`src/common/cipher_pkg.sv`:
```
// Shared alphabet, types and codes; letters 1..26 map 'a'..'z', 0 is a blank, codes 27..31 unsupported.
package cipher_pkg;

	// Alphabet geometry.
	localparam int LETTER_W = 5;
	localparam int TEXT_LEN = 5;
	localparam int ALPHABET = 26;

	// One letter code.
	typedef logic [LETTER_W-1:0] letter_t;

	// Five letters, letter 1 in the top bits.
	typedef logic [LETTER_W*TEXT_LEN-1:0] text_t;

	// Letter position, 0 to 4.
	typedef logic [2:0] char_index_t;

	// Cipher method select.
	typedef logic [1:0] method_t;

	// Method codes.
	// Code 11 is treated like pass-through.
	localparam method_t METHOD_PASS = 2'b00;
	localparam method_t METHOD_CAESAR = 2'b01;
	localparam method_t METHOD_VIGENERE = 2'b10;

	// Sequencer states.
	// Per letter the FSM walks SELECT, SHIFT, WRITE.
	typedef enum logic [2:0]
	{
		IDLE,
		CAPTURE,
		SELECT,
		SHIFT,
		WRITE,
		DONE
	} seq_state_t;

endpackage

```
`src/common/cipher_ctrl_if.sv`:
```
// Control strobes from sequencer to datapath; all strobes are single-cycle and index is valid while they are high.
`timescale 1ns/1ns

interface cipher_ctrl_if;
	import cipher_pkg::*;

	// Snapshot text, key, decode and method.
	logic capture;
	// Present letter and shift to the shifter.
	logic select;
	// Store shifter result at index.
	logic write;
	// Current letter position.
	char_index_t index;

	// Driving side.
	modport sequencer (
		output capture,
		output select,
		output write,
		output index
	);

	// Receiving side.
	modport datapath (
		input capture,
		input select,
		input write,
		input index
	);

endinterface

```
`src/cipher/letter_shifter.sv`:
```
// Registered modulo-26 letter shift; input letters must be 0..26, shift may be any 5-bit code.
`timescale 1ns/1ns

module letter_shifter (
	input logic clock,
	input logic resetn,
	input cipher_pkg::letter_t letter,
	input cipher_pkg::letter_t shift,
	input logic decode,
	output cipher_pkg::letter_t result
);
	import cipher_pkg::*;

	letter_t shift_mod;
	logic [LETTER_W:0] sum;
	letter_t next_result;

	// Shift reduced modulo the alphabet, so 'z' means no shift.
	always_comb
	begin
		shift_mod = (shift >= letter_t'(ALPHABET)) ? letter_t'(shift - ALPHABET) : shift;
		sum = {1'b0, letter} + {1'b0, shift_mod};
		if (letter == '0)
			next_result = '0; // Blank stays blank.
		else if (decode)
			next_result = (letter > shift_mod) ? letter_t'(letter - shift_mod)
				: letter_t'(letter + ALPHABET - shift_mod);
		else
			next_result = (sum > ALPHABET) ? letter_t'(sum - ALPHABET) : letter_t'(sum);
	end

	// Output register.
	always_ff @(posedge clock)
	begin
		if (!resetn)
			result <= '0;
		else
			result <= next_result;
	end

	// Never leaves the alphabet.
	a_result_range: assert property (@(posedge clock) disable iff (!resetn)
		result <= ALPHABET);

endmodule

```
`src/cipher/cipher_datapath.sv`:
```
// Cipher datapath; inputs are snapshot on capture, so the loader may change during a run.
`timescale 1ns/1ns

module cipher_datapath (
	input logic clock,
	input logic resetn,
	input cipher_pkg::text_t text,
	input cipher_pkg::text_t key,
	input logic decode,
	input cipher_pkg::method_t method,
	cipher_ctrl_if.datapath ctrl,
	output cipher_pkg::text_t text_out
);
	import cipher_pkg::*;

	// Snapshot of the run inputs.
	text_t snap_text;
	text_t snap_key;
	logic snap_decode;
	method_t snap_method;

	// Shifter operands and result.
	letter_t cur_letter;
	letter_t cur_shift;
	letter_t shift_result;

	// Letter at a position, letter 1 on top.
	function automatic letter_t letter_at(text_t t, char_index_t i);
		return t[LETTER_W*(TEXT_LEN-1-i) +: LETTER_W];
	endfunction

	// Text and key snapshot.
	always_ff @(posedge clock)
	begin
		if (ctrl.capture)
		begin
			snap_text <= text;
			snap_key <= key;
		end
	end

	// Control snapshot, operand select and result assembly.
	always_ff @(posedge clock)
	begin
		if (!resetn)
		begin
			snap_decode <= 1'b0;
			snap_method <= METHOD_PASS;
			cur_letter <= '0;
			cur_shift <= '0;
			text_out <= '0;
		end
		else
		begin
			if (ctrl.capture)
			begin
				snap_decode <= decode;
				snap_method <= method;
			end
			if (ctrl.select)
			begin
				cur_letter <= letter_at(snap_text, ctrl.index);
				// Caesar reuses key letter 1.
				case (snap_method)
					METHOD_CAESAR: cur_shift <= letter_at(snap_key, '0);
					METHOD_VIGENERE: cur_shift <= letter_at(snap_key, ctrl.index);
					default: cur_shift <= '0;
				endcase
			end
			if (ctrl.write)
				text_out[LETTER_W*(TEXT_LEN-1-ctrl.index) +: LETTER_W] <= shift_result;
		end
	end

	// One-cycle modular shift.
	letter_shifter u_letter_shifter (
		.clock(clock),
		.resetn(resetn),
		.letter(cur_letter),
		.shift(cur_shift),
		.decode(snap_decode),
		.result(shift_result)
	);

endmodule

```
`src/cipher/cipher_sequencer.sv`:
```
// Run sequencer; ack rises 17 clocks after req is sampled and holds until req is seen low.
`timescale 1ns/1ns

module cipher_sequencer (
	input logic clock,
	input logic resetn,
	input logic req,
	output logic ack,
	cipher_ctrl_if.sequencer ctrl
);
	import cipher_pkg::*;

	// Last letter position.
	localparam char_index_t LAST_INDEX = char_index_t'(TEXT_LEN - 1);

	seq_state_t state;
	char_index_t index;

	// Main FSM.
	always_ff @(posedge clock)
	begin
		if (!resetn)
		begin
			state <= IDLE;
			index <= '0;
			ack <= 1'b0;
		end
		else
		begin
			case (state)
				IDLE:
				begin
					// Wait for a new request.
					if (req)
						state <= CAPTURE;
				end
				CAPTURE:
				begin
					// Restart at letter 1.
					index <= '0;
					state <= SELECT;
				end
				SELECT:
					state <= SHIFT;
				SHIFT:
					state <= WRITE; // Shifter latency.
				WRITE:
				begin
					// Next letter or finish.
					if (index == LAST_INDEX)
						state <= DONE;
					else
					begin
						index <= index + 3'd1;
						state <= SELECT;
					end
				end
				DONE:
				begin
					// Hold ack while req stays high.
					if (req)
						ack <= 1'b1;
					else
					begin
						ack <= 1'b0;
						state <= IDLE;
					end
				end
				default:
					state <= IDLE;
			endcase
		end
	end

	// Strobes decoded from state.
	assign ctrl.capture = (state == CAPTURE);
	assign ctrl.select = (state == SELECT);
	assign ctrl.write = (state == WRITE);
	assign ctrl.index = index;

	// Ack belongs to DONE only.
	a_ack_done: assert property (@(posedge clock) disable iff (!resetn)
		ack |-> (state == DONE));

	// Index stays inside the text.
	a_index_range: assert property (@(posedge clock) disable iff (!resetn)
		index < TEXT_LEN);

endmodule

```
`src/hdl/text_loader.sv`:
```
// Text and key letter registers; a sixth strobe wraps and overwrites letter 1, letter contents are not reset.
`timescale 1ns/1ns

module text_loader (
	input logic clock,
	input logic resetn,
	input cipher_pkg::letter_t data_in,
	input logic load_char,
	input logic load_key,
	output cipher_pkg::text_t text,
	output cipher_pkg::text_t key
);
	import cipher_pkg::*;

	// Letter storage, entry 0 is letter 1.
	letter_t text_mem [TEXT_LEN];
	letter_t key_mem [TEXT_LEN];

	// Next write positions.
	char_index_t text_pos;
	char_index_t key_pos;

	// Position counters, wrap 4 to 0.
	always_ff @(posedge clock)
	begin
		if (!resetn)
		begin
			text_pos <= '0;
			key_pos <= '0;
		end
		else
		begin
			if (load_char)
				text_pos <= (text_pos == char_index_t'(TEXT_LEN - 1)) ? '0 : text_pos + 3'd1;
			if (load_key)
				key_pos <= (key_pos == char_index_t'(TEXT_LEN - 1)) ? '0 : key_pos + 3'd1;
		end
	end

	// Letter writes.
	always_ff @(posedge clock)
	begin
		if (load_char)
			text_mem[text_pos] <= data_in;
		if (load_key)
			key_mem[key_pos] <= data_in;
	end

	// Pack letters, first letter on top.
	always_comb
	begin
		for (int n = 0; n < TEXT_LEN; n++)
		begin
			text[LETTER_W*(TEXT_LEN-1-n) +: LETTER_W] = text_mem[n];
			key[LETTER_W*(TEXT_LEN-1-n) +: LETTER_W] = key_mem[n];
		end
	end

	// Both counters must stay inside the text.
	a_pos_range: assert property (@(posedge clock) disable iff (!resetn)
		(text_pos < TEXT_LEN) && (key_pos < TEXT_LEN));

endmodule

```
`src/hdl/cipher_top.sv`:
```
// Cipher top level; go is a four-phase req/ack handshake and req may only rise while ack is low.
`timescale 1ns/1ns

module cipher_top (
	input logic clock,
	input logic resetn,
	input cipher_pkg::letter_t data_in,
	input logic load_char,
	input logic load_key,
	input logic decode,
	input cipher_pkg::method_t method,
	input logic req,
	output logic ack,
	output cipher_pkg::text_t text_out
);
	import cipher_pkg::*;

	// Loaded text and key.
	text_t text;
	text_t key;

	// Sequencer to datapath control.
	cipher_ctrl_if ctrl_bus ();

	// User letter registers.
	text_loader u_text_loader (
		.clock(clock),
		.resetn(resetn),
		.data_in(data_in),
		.load_char(load_char),
		.load_key(load_key),
		.text(text),
		.key(key)
	);

	// Handshake and letter walk.
	cipher_sequencer u_cipher_sequencer (
		.clock(clock),
		.resetn(resetn),
		.req(req),
		.ack(ack),
		.ctrl(ctrl_bus.sequencer)
	);

	// Shared cipher engine.
	cipher_datapath u_cipher_datapath (
		.clock(clock),
		.resetn(resetn),
		.text(text),
		.key(key),
		.decode(decode),
		.method(method),
		.ctrl(ctrl_bus.datapath),
		.text_out(text_out)
	);

endmodule

```
`config.mk`:
```
export PLATFORM = sky130hd
export DESIGN_NAME = cipher_top
export DESIGN_NICKNAME = d
export VERILOG_FILES = /design/src/common/cipher_pkg.sv /design/src/common/cipher_ctrl_if.sv /design/src/cipher/letter_shifter.sv /design/src/cipher/cipher_datapath.sv /design/src/cipher/cipher_sequencer.sv /design/src/hdl/text_loader.sv /design/src/hdl/cipher_top.sv
export SDC_FILE = /design/constraint.sdc
export NUM_CORES = 1
export LEC_CHECK = 0
export BUFFER_PORTS_ARGS = -buffer_cell sky130_fd_sc_hd__buf_2
export CAP_MARGIN = 10
export CORE_MARGIN = 3
export CORE_UTILIZATION = 50
export DETAILED_ROUTE_END_ITERATION = 16
export GPL_TIMING_DRIVEN = 1
export HOLD_SLACK_MARGIN = 0.03
export PLACE_DENSITY = 0.74
export SYNTH_ARGS = -nofsm -noshare
export SYNTH_HDL_FRONTEND = slang
export SYNTH_SLANG_ARGS = --single-unit
```
`constraint.sdc`:
```
create_clock -name clock -period 6.25 [get_ports clock]
set_clock_uncertainty 0.1 [all_clocks]
set_input_delay 1.25 -clock clock [delete_from_list [all_inputs] [get_ports clock]]
set_output_delay 1.25 -clock clock [all_outputs]
set_load 0.005 [all_outputs]
```
== Yosys cells after proc, flatten, opt, wreduce, memory -nomap -nowiden ==
Memory sizes are Yosys's and may differ from the RTL's. A register that Yosys moved wholly into a read port is not among the register bits.
Index checks and enable logic that the tools add are counted.
Cells by class
  $add $sub $neg: 11
  $mul: 1
  magnitude comparators: 3
  eq/ne operators: 13
  shifts and indexed selects: 4
  multiplexer cells: 19
  bitwise logic cells: 1
  reduce and logical (&&, ||, !) cells: 6
Operators with widths (count)
  $shiftx 25x33->5: 2
  $neg 32->34: 1
  $shift 5x34->25 const A: 1
  $shiftx 5x34->25: 1
  $mul 3x32->32 const A: 1
  $bwmux 25: 1
  $mux 5: 4
  $mux 3: 6
  $pmux 3 s6: 1
  $eq 3x3->1 const B: 5
  $pmux 5 s2: 1
  $sub 5x5->5: 2
  $sub 5x5->5 const B: 2
  $add 3x1->3 const B: 3
  $add 5x5->6: 1
  $eq 3x2->1 const B: 2
  $gt 6x5->1 const B: 1
  $ne 2x2->1 const B: 3
  $pmux 3 s2: 1
  $add 5x5->5 const B: 1
  $ge 5x5->1 const B: 1
  $gt 5x5->1: 1
  $logic_not 5->1: 1
  $mux 1: 5
  9 further kinds: 10
Storage, ports and cells
  register bits after elaboration: 56
  RAM bits: 50
  input bits: 13
  output and inout port bits: 26
  logic and storage cells: 71
  memories: 2
Memory list
  u_text_loader.key_mem: words 5, bits a word 5, read ports 5, clocked after memory_dff 5, wr ports 1, RTL line text_loader.sv:17  | letter_t key_mem [TEXT_LEN];
  u_text_loader.text_mem: words 5, bits a word 5, read ports 5, clocked after memory_dff 5, wr ports 1, RTL line text_loader.sv:16  | letter_t text_mem [TEXT_LEN];

== Depth between registers and ports, before layout ==
Gate-level depths: netlist of the first run.
  depth in word-level cells: 6
  gate-level depth with buffers: 22

== Modules after synthesis ==
A second synthesis of the first run with hierarchy kept.
Unflattened totals
  cells, all modules: 928
  area, all modules: 9718.1 sq um
Modules (own cells, without submodules)
  cipher_datapath: times used 1, cells each 661, area an instance 6411.1 sq um
  text_loader: times used 1, cells each 97, area an instance 1886.8 sq um
  letter_shifter: times used 1, cells each 120, area an instance 1008.5 sq um
  cipher_sequencer: times used 1, cells each 50, area an instance 411.6 sq um

== Least setup slack after synthesis of the first run ==
No wires, ideal clock.
  path type: reg2reg
  from: register u_cipher_sequencer.index[0] (netlist: u_cipher_sequencer.ctrl.index[0])
  to: register u_cipher_datapath.text_out[14]
  setup time: 134 ps
  data arrival time: 5589 ps
  required time: 6016 ps
  setup slack: 427 ps
  cell stages (with the launch flop): 21
  path through: dfxtp_1 buf_6 buf_4 buf_2 inv_1 clkbuf_1 ha_1 ha_1 ha_1 fa_1 xnor2_1 clkbuf_1 nand4_1 ha_1 or4_1 nor3_1 o221ai_2 o31ai_1 mux2i_1 o211ai_1 o31ai_1
Between the ends
  cells in the longest elaborated chain, start to end: 5
  elaborated cells on any way between the ends: 6
  classes of those cells: 2 x add/sub; 1 x mul; 2 x shift; 1 x mux
RTL lines
  from (decl): RTL line cipher_sequencer.sv:17  | char_index_t index;
  from (signal assigned): RTL line cipher_sequencer.sv:54  | index <= index + 3'd1;
  $sub 3x3->4 *: RTL line cipher_datapath.sv:71  | text_out[LETTER_W*(TEXT_LEN-1-ctrl.index) +: LETTER_W] <= shift_result;
  $mul 3x32->32 *: RTL line cipher_datapath.sv:71
  $neg 32->34 *: RTL line cipher_datapath.sv:71
  $shiftx 5x34->25 or $shift 5x34->25 (tied branches): RTL line cipher_datapath.sv:71
  $bwmux 25 *: RTL line cipher_datapath.sv:71
  to (signal, indexed assignment): RTL line cipher_datapath.sv:71
  to (decl): RTL line cipher_datapath.sv:12  | output cipher_pkg::text_t text_out
Mark *: on every way between the ends. The rest lies on a longest branch, timed or not.
A chain may end at the register's enable or synchronous reset.

== Final worst setup path of the first run ==
  from: register u_cipher_sequencer.index[0] (netlist: u_cipher_sequencer.ctrl.index[0])
  to: register u_cipher_datapath.text_out[22]
Same word-level chain as after synthesis.

==> flow_metrics.py, run 1 <==
metrics = {
    "status": {
        "status": "finished clean",
    },
    "timing": {
        "fmax_mhz": 181,
        "rsz0062_at_grt": "false",
        "setup_violations": 0,
        "tightest_slew_ns": 0.825,
        "final.setup.tns_ns": 0,
        "slew_violations": 0,
        "final-hold-violation-count": 0,
        "maxSlewHeadroom_pct": 45.0,
        "fin_crit_sh_pct": 88.6,
        "period_needed_ns": 5.54,
    },
    "floorplanning": {
        "boundaryPins": 39,
        "num_rows": 50,
        "coreArea_um2": 19000,
        "die_h_um": 146,
        "floorplan.initialDensity_pct": 51.6,
        "die_w_um": 146,
        "die_area_um2": 21300,
    },
    "cts": {
        "clockBufferDepth": 2,
        "root_buffer": "clkbuf_16",
        "numCtsBuffers": 17,
        "clkSinkCount": 156,
        "htreeDepth": 4,
        "post_cts_buffers": 0,
        "cts_resized": 0,
        "clkLatencyLatePin_ns": 0.43,
        "cts_tree": "done",
        "cts.reportedPaths.clkPinSlew_ns": 0.07,
        "cts_hold_buf": 0,
    },
    "critical_path": {
        "endpoint": "u_cipher_datapath.text_out[22]",
        "cp-start-kind": "flip-flop",
        "cp.arrival_ns": 5.72,
        "r2r_end": "u_cipher_datapath.text_out[22]",
        "crit_path_end_kind": "flip-flop",
        "critPathMaxFanout": 29,
        "r2r_slack_ns": 0.71,
        "worst_ep_required_time_ns": 6.43,
        "critPathLaunch": "u_cipher_sequencer.ctrl.index[0]",
        "path_class": "reg2reg",
        "reg2regPathDepth": 16,
        "r2r-start": "u_cipher_sequencer.ctrl.index[0]",
    },
    "routing": {
        "wl_per_cell_um": 18.8,
        "vias": 7806,
        "drtAntennaViolNets": 0,
        "drc_errors": 0,
        "totalWireLength_mm": 23.7,
        "drt-pass1-iter-count": 7,
        "viasPerCell": 6.18,
        "drtIter0Drc": 773,
    },
    "power": {
        "p_switching_w": 0.000735,
        "pwr-share-comb_pct": 13.1,
        "power_density_nw_per_um2": 238,
        "ir_drop_mv": 0.276,
        "pwr-share-clk_pct": 40.0,
        "intPower_w": 0.00182,
        "p_leak_nw": 4.01,
        "sw_frac_of_total_pct": 28.8,
        "seqPwrFrac_pct": 46.9,
        "total_power_w": 0.00255,
    },
    "flow_run": {
        "max-cap-violations": 0,
    },
    "cells_and_area": {
        "insertedDiodeCount": 0,
        "drive_above_1_share_pct": 12.6,
        "nNetsFinal": 1051,
        "final_cell_mix": "nand2_1, edfxtp_1, mux2i_1",
        "area_growth_pct": 9.78,
    },
    "global_routing": {
        "antenna_found_initial": 0,
        "grt-ovfl-total": 0,
        "grt_usage_pct": 22.0,
        "grt_pass1_wl_mm": 38.4,
        "grt_pass1_vias": 7448,
        "grt_max_degree": 58,
    },
    "logic_synthesis": {
        "synth.avg_cell_area_um2": 10.0,
        "synth_seq_area_share_pct": 42.1,
        "syn_area_um2": 9790,
        "synthFlopType": "edfxtp_1",
        "synth.area.top_cells": "edfxtp_1, dfxtp_1, mux2i_1, ha_1, nand2_1",
        "syn-num-nets": 1038,
        "ys_warn_count": 0,
        "synth_edf_count": 100,
        "async_flop_share_pct": 0,
        "synth_top_area_share_pct": 30.7,
        "yosysTopAreaCell": "edfxtp_1",
        "syn-instance-count": 977,
        "yosys_register_bits": 156,
        "ys_types": 80,
    },
    "hold_path": {
        "hold_path_class": "reg2reg",
    },
    "placed_design": {
        "portBuffers": 38,
        "gp_routability_congestion": 0.960,
        "dpl.hpwl_mm": 16.5,
    },
}
## sequential cells by signal (all words and copies together) (netlist names)
| name | count |
|---|---|
| u_cipher_datapath.snap_text | 25 |
| u_text_loader.key_pos | 3 |
| u_cipher_datapath.snap_method | 2 |
| u_cipher_sequencer.ack | 1 |
| u_text_loader.text_mem | 25 |
| u_text_loader.key_mem | 25 |
| u_cipher_sequencer.state | 3 |
| u_cipher_datapath.u_letter_shifter.result | 5 |
| u_cipher_sequencer.ctrl.index | 3 |
| u_cipher_datapath.text_out | 25 |
| u_cipher_datapath.snap_decode | 1 |
| u_cipher_datapath.cur_shift | 5 |
| u_cipher_datapath.cur_letter | 5 |
| u_cipher_datapath.snap_key | 25 |
| u_text_loader.text_pos | 3 |
## layout make-up
| cell class | instances | area (um2) |
|---|---|---|
| well taps | 260 | 325 |
| fillers | 1638 | 8210 |
| repair buffers | 52 | 295 |
| clock buffers | 18 | 429 |
| inverters | 45 | 169 |
| flip-flops and latches | 156 | 4130 |
| multi-input cells | 718 | 5250 |
| clock inverters | 14 | 153 |
## kinds of logic (layout without fill, tap and decap cells)
group	after synthesis	count (layout)	share of synthesized area [%]
fa+ha+maj	48	48	6.60
compound gates	235	235	16.2
simple gates	316	316	16.4
buf+inv	103	129	4.41
flops	156	156	42.1
xor+xnor	21	21	2.15
mux	98	98	12.1
## metrics by stage
stage	hold WS [ns]	cell area [um2]	instances	utilization, %	worst slack [ns]
floorplan	0.300	9790	977	-	0.427
finish	0.312	10700	1263	56.7	0.712
CTS	0.317	10700	1263	56.7	0.770
global route	0.325	10700	1263	56.7	0.340
detailed placement	0.305	10200	1231	53.6	0.788
global placement	0.301	10200	1231	53.6	0.897
## worst max-delay path, cell delays in order, from the launching register on
cell,delay [ns]
dfxtp_4,0.56
inv_1,0.07
buf_4,0.19
ha_2,0.25
ha_1,0.31
ha_1,0.33
fa_1,0.53
nor2_1,0.50
nand4_1,0.18
ha_1,0.32
or4b_1,0.53
nor3_1,0.24
o221ai_2,0.26
o31ai_1,0.44
mux2i_1,0.27
o211ai_1,0.22
o31ai_1,0.09
## routing by layer
metal / routed length, um / track usage [%]
met3: 1470 / 4.58
met2: 11400 / 36.8
met1: 10400 / 28.8
met5: 0 / 0
met4: 406 / 6.79
## how the worst min path moves through the flow
stage | from | to | slack [ns] | depth (start not counted)
floorplan | u_text_loader.key_mem[4][0] | u_cipher_datapath.snap_key[0] | 0.30 | 0
global placement | u_text_loader.key_mem[3][0] | u_cipher_datapath.snap_key[5] | 0.30 | 0
detailed placement | u_text_loader.key_mem[2][0] | u_cipher_datapath.snap_key[10] | 0.30 | 0
CTS | u_text_loader.key_mem[2][0] | u_cipher_datapath.snap_key[10] | 0.32 | 0
global route | u_text_loader.text_mem[1][2] | u_cipher_datapath.snap_text[17] | 0.32 | 0
finish | u_text_loader.text_mem[1][4] | u_cipher_datapath.snap_text[19] | 0.31 | 0
## cell usage after synthesis, types with 8 or more instances
library cell,count
and3_1,20
buf_2,12
mux2_2,10
mux4_2,15
xor2_1,8
ha_1,42
nand3_1,29
mux2i_1,73
a21oi_1,37
nor2b_1,23
o31ai_1,17
a31oi_1,9
o21ai_1,19
nand2b_1,11
and2_1,9
nand2_1,100
nor2_1,52
clkbuf_1,36
edfxtp_1,100
nor3_1,16
inv_1,40
xnor2_1,11
o21ai_0,47
nand4_1,18
o211ai_1,13
o2bb2ai_1,17
dfxtp_1,56
o22ai_1,13
## power groups by stage
stage | sequential [W] | clock (W) | combinational [W]
after floorplan | 0.00120 | 0 | 0.000258
after global placement | 0.00122 | 0 | 0.000325
after detailed placement | 0.00122 | 0 | 0.000330
after CTS | 0.00120 | 0.00104 | 0.000332
after global routing | 0.00120 | 0.00107 | 0.000368
final | 0.00120 | 0.00102 | 0.000334
No activity file was read; power rests on OpenSTA's default activity.
==> run 2: changes to the inputs <==
- ABC_AREA: unset -> 1
- CORE_UTILIZATION: 50 -> 57
- PLACE_DENSITY: 0.74 -> 0.82
==> run 2 against run 1 <==
Cell area is 1.1% lower. Fmax is 13% higher. Hold slack better by 0.0038 ns. Non-clock buffer count is 4 lower. Sequential cell count stayed put. Die area is 12% lower. Cell count is 19% higher. Via count is 13% higher. Sequential share of layout area is 0.40 points higher. Combinational power is 5% higher. Worst setup slack better by 0.62 ns. First-iteration DRC count is 34% higher. Critical path type unchanged. Largest power group unchanged.
==> flow_metrics.py, run 2 <==
metrics = {
    "status": {
        "status": "finished clean",
    },
    "placed_design": {
        "dpl_cell_area_um2": 10000,
        "placed_cells": 1468,
        "portBuffers": 38,
        "gp_routability_congestion": 1.04,
        "dpl.hpwl_mm": 18.2,
        "dp_slack_ns": 1.42,
    },
    "cts": {
        "clkSinkCount": 156,
        "clockBufferDepth": 2,
        "root_buffer": "clkbuf_16",
        "post_cts_buffers": 0,
        "cts_tree": "done",
        "numCtsBuffers": 17,
        "cts_hold_buf": 0,
        "clkLatencyLatePin_ns": 0.43,
        "htreeDepth": 4,
        "cts_resized": 0,
        "cts.reportedPaths.clkPinSlew_ns": 0.07,
    },
    "cells_and_area": {
        "final_area_um2": 10600,
        "ff_latch_area_um2": 4130,
        "fin_cells": 1500,
        "nNetsFinal": 1328,
        "multi_input_area_um2": 4850,
        "drive_above_1_share_pct": 10.7,
        "final_common_cell": "nand2_1",
        "final_cell_mix": "nand2_1, nand3_1, nor2_1",
        "area_growth_pct": 8.74,
        "insertedDiodeCount": 0,
        "fillers": 1442,
    },
    "timing": {
        "final-hold-violation-count": 0,
        "setup_violations": 0,
        "slew_violations": 0,
        "rsz0062_at_grt": "false",
        "tightest_slew_ns": 0.855,
        "layout_setup_ws_ns": 1.33,
        "final.setup.tns_ns": 0,
        "fin_crit_sh_pct": 78.7,
        "fmax_mhz": 203,
        "maxSlewHeadroom_pct": 42.6,
        "period_needed_ns": 4.92,
    },
    "logic_synthesis": {
        "yosys-top-cells-count": "nand2_1, nand3_1, nor2_1",
        "synth.area.top_cells": "edfxtp_1, dfxtp_1, nand2_1, nand3_1, ha_1",
        "yosysTopAreaCell": "edfxtp_1",
        "async_flop_share_pct": 0,
        "yosys_register_bits": 156,
        "synth_edf_count": 100,
        "ys_warn_count": 0,
        "ys_types": 58,
        "syn_area_um2": 9780,
        "synth.avg_cell_area_um2": 7.79,
        "syn-num-nets": 1316,
        "synth_seq_area_share_pct": 42.2,
        "synthFlopType": "edfxtp_1",
        "synth_top_area_share_pct": 30.7,
        "syn-instance-count": 1255,
        "synth_most_common_cell": "nand2_1",
    },
    "critical_path": {
        "r2r-start": "u_cipher_sequencer.ctrl.index[1]",
        "worst_ep_required_time_ns": 6.45,
        "crit_path_end_kind": "flip-flop",
        "r2r_slack_ns": 1.33,
        "cpMostUsedCell": "ha_1",
        "crit_slowest_cell": "fa_1",
        "path_class": "reg2reg",
        "cp_cell_sequence": "inv_1 -> ha_1 -> ha_1 -> ha_1 -> fa_1 -> nor2_2 -> nand2_1 -> ha_1 -> inv_1 -> nor2_1 -> nand3_1 -> a21oi_1 -> nand2_1 -> nor2_1 -> nand3_2 -> nor2_2 -> o21bai_2 -> nand3_1 -> nand2_1 -> a21oi_1",
        "r2r_end": "u_cipher_datapath.text_out[24]",
        "cp-start-kind": "flip-flop",
        "reg2regPathDepth": 20,
        "cp.arrival_ns": 5.12,
        "critPathMaxFanout": 12,
        "slowest_delay_ns": 0.66,
    },
    "hold_path": {
        "hold_path_class": "reg2reg",
        "min_path_cells": 0,
        "min_to": "u_cipher_datapath.snap_text[0]",
        "holdCritStartpoint": "u_text_loader.text_mem[4][0]",
    },
    "floorplanning": {
        "coreArea_um2": 16700,
        "die_h_um": 137,
        "floorplan.initialDensity_pct": 58.5,
        "num_rows": 47,
        "die_w_um": 137,
        "boundaryPins": 39,
        "die_area_um2": 18800,
    },
    "global_routing": {
        "grt_max_degree": 67,
        "antenna_found_initial": 0,
        "grt_usage_pct": 28.4,
        "grt-ovfl-total": 0,
        "grt_pass1_vias": 8035,
        "grt_pass1_wl_mm": 41.6,
    },
    "routing": {
        "vias": 8823,
        "wl_per_cell_um": 17.2,
        "drtIter0Drc": 1039,
        "totalWireLength_mm": 25.8,
        "drt-pass1-iter-count": 6,
        "drtAntennaViolNets": 0,
        "drc_errors": 0,
        "viasPerCell": 5.88,
    },
    "power": {
        "intPower_w": 0.00180,
        "pwr-share-comb_pct": 13.6,
        "sw_frac_of_total_pct": 29.9,
        "pwr-share-clk_pct": 39.9,
        "p_switching_w": 0.000767,
        "p_leak_nw": 4.54,
        "seqPwrFrac_pct": 46.5,
        "power_density_nw_per_um2": 242,
        "ir_drop_mv": 0.307,
    },
    "flow_run": {
        "max-cap-violations": 0,
    },
}
==> run 2: per-stage QoR <==
step | utilization (%) | total power [W] | hold WS [ns]
CTS | 63.7 | 0.00258 | 0.317
global placement | 60.1 | 0.00155 | 0.300
finish | 63.7 | 0.00257 | 0.316
floorplan | - | 0.00146 | 0.300
detailed placement | 60.1 | 0.00156 | 0.305
global route | 63.7 | 0.00268 | 0.326
==> run 2: how the worst max path moves through the flow <==
stage / cells after the start / to / from
floorplan: 7 / u_cipher_sequencer.ctrl.index[2] / u_cipher_sequencer.state[0]
global placement: 24 / u_cipher_datapath.text_out[14] / u_cipher_sequencer.ctrl.index[0]
finish: 20 / u_cipher_datapath.text_out[24] / u_cipher_sequencer.ctrl.index[1]
CTS: 22 / u_cipher_datapath.text_out[15] / u_cipher_sequencer.ctrl.index[1]
global route: 22 / u_cipher_datapath.text_out[15] / u_cipher_sequencer.ctrl.index[1]
detailed placement: 22 / u_cipher_datapath.text_out[15] / u_cipher_sequencer.ctrl.index[1]
==> run 2: worst max-delay path: cells and delay by family (launching register included) <==
family                     cells  cell delay (ns)
buffers and inverters          2             0.34
AOI/OAI and AO/OA              3             0.40
adders and majority gates      5             2.09
DFF                            1             0.37
and+or+nand+nor               10             1.49
==> run 2: cells by family (layout without fill, tap and decap cells) <==
family / count (synthesis) / in the layout / synth area share [%]
AND/OR/NAND/NOR: 605 / 605 / 27.7
buffers and inverters: 192 / 217 / 8.24
AO/OA/AOI/OAI: 240 / 240 / 13.8
adder cells (fa/ha/maj): 48 / 48 / 6.60
XOR/XNOR: 14 / 14 / 1.48
flip-flops: 156 / 156 / 42.2
==> run 2: layout make-up <==
cell class / count / area share, %
Clock buffer: 17 / 4.00
Tap cell: 220 / 2.59
Inverter: 137 / 4.84
Clock inverter: 15 / 1.64
Sequential cell: 156 / 38.8
Multi-Input combinational cell: 907 / 45.6
Timing Repair Buffer: 48 / 2.50
==> run 2: routing by layer <==
metal | GRT usage [%] | part of all wire, %
met3 | 6.43 | 10
met1 | 40.9 | 43
met4 | 9.04 | 2.6
met5 | 0 | 0
met2 | 42.6 | 44
==> run 2: power by group through the flow <==
stage | combinational (W) | clock, W | sequential [W]
3_3_place_gp | 0.000338 | 0 | 0.00121
4_1_cts | 0.000345 | 0.00104 | 0.00119
2_1_floorplan | 0.000253 | 0 | 0.00121
6_report | 0.000351 | 0.00103 | 0.00119
5_1_grt | 0.000395 | 0.00109 | 0.00120
3_5_place_dp | 0.000340 | 0 | 0.00122
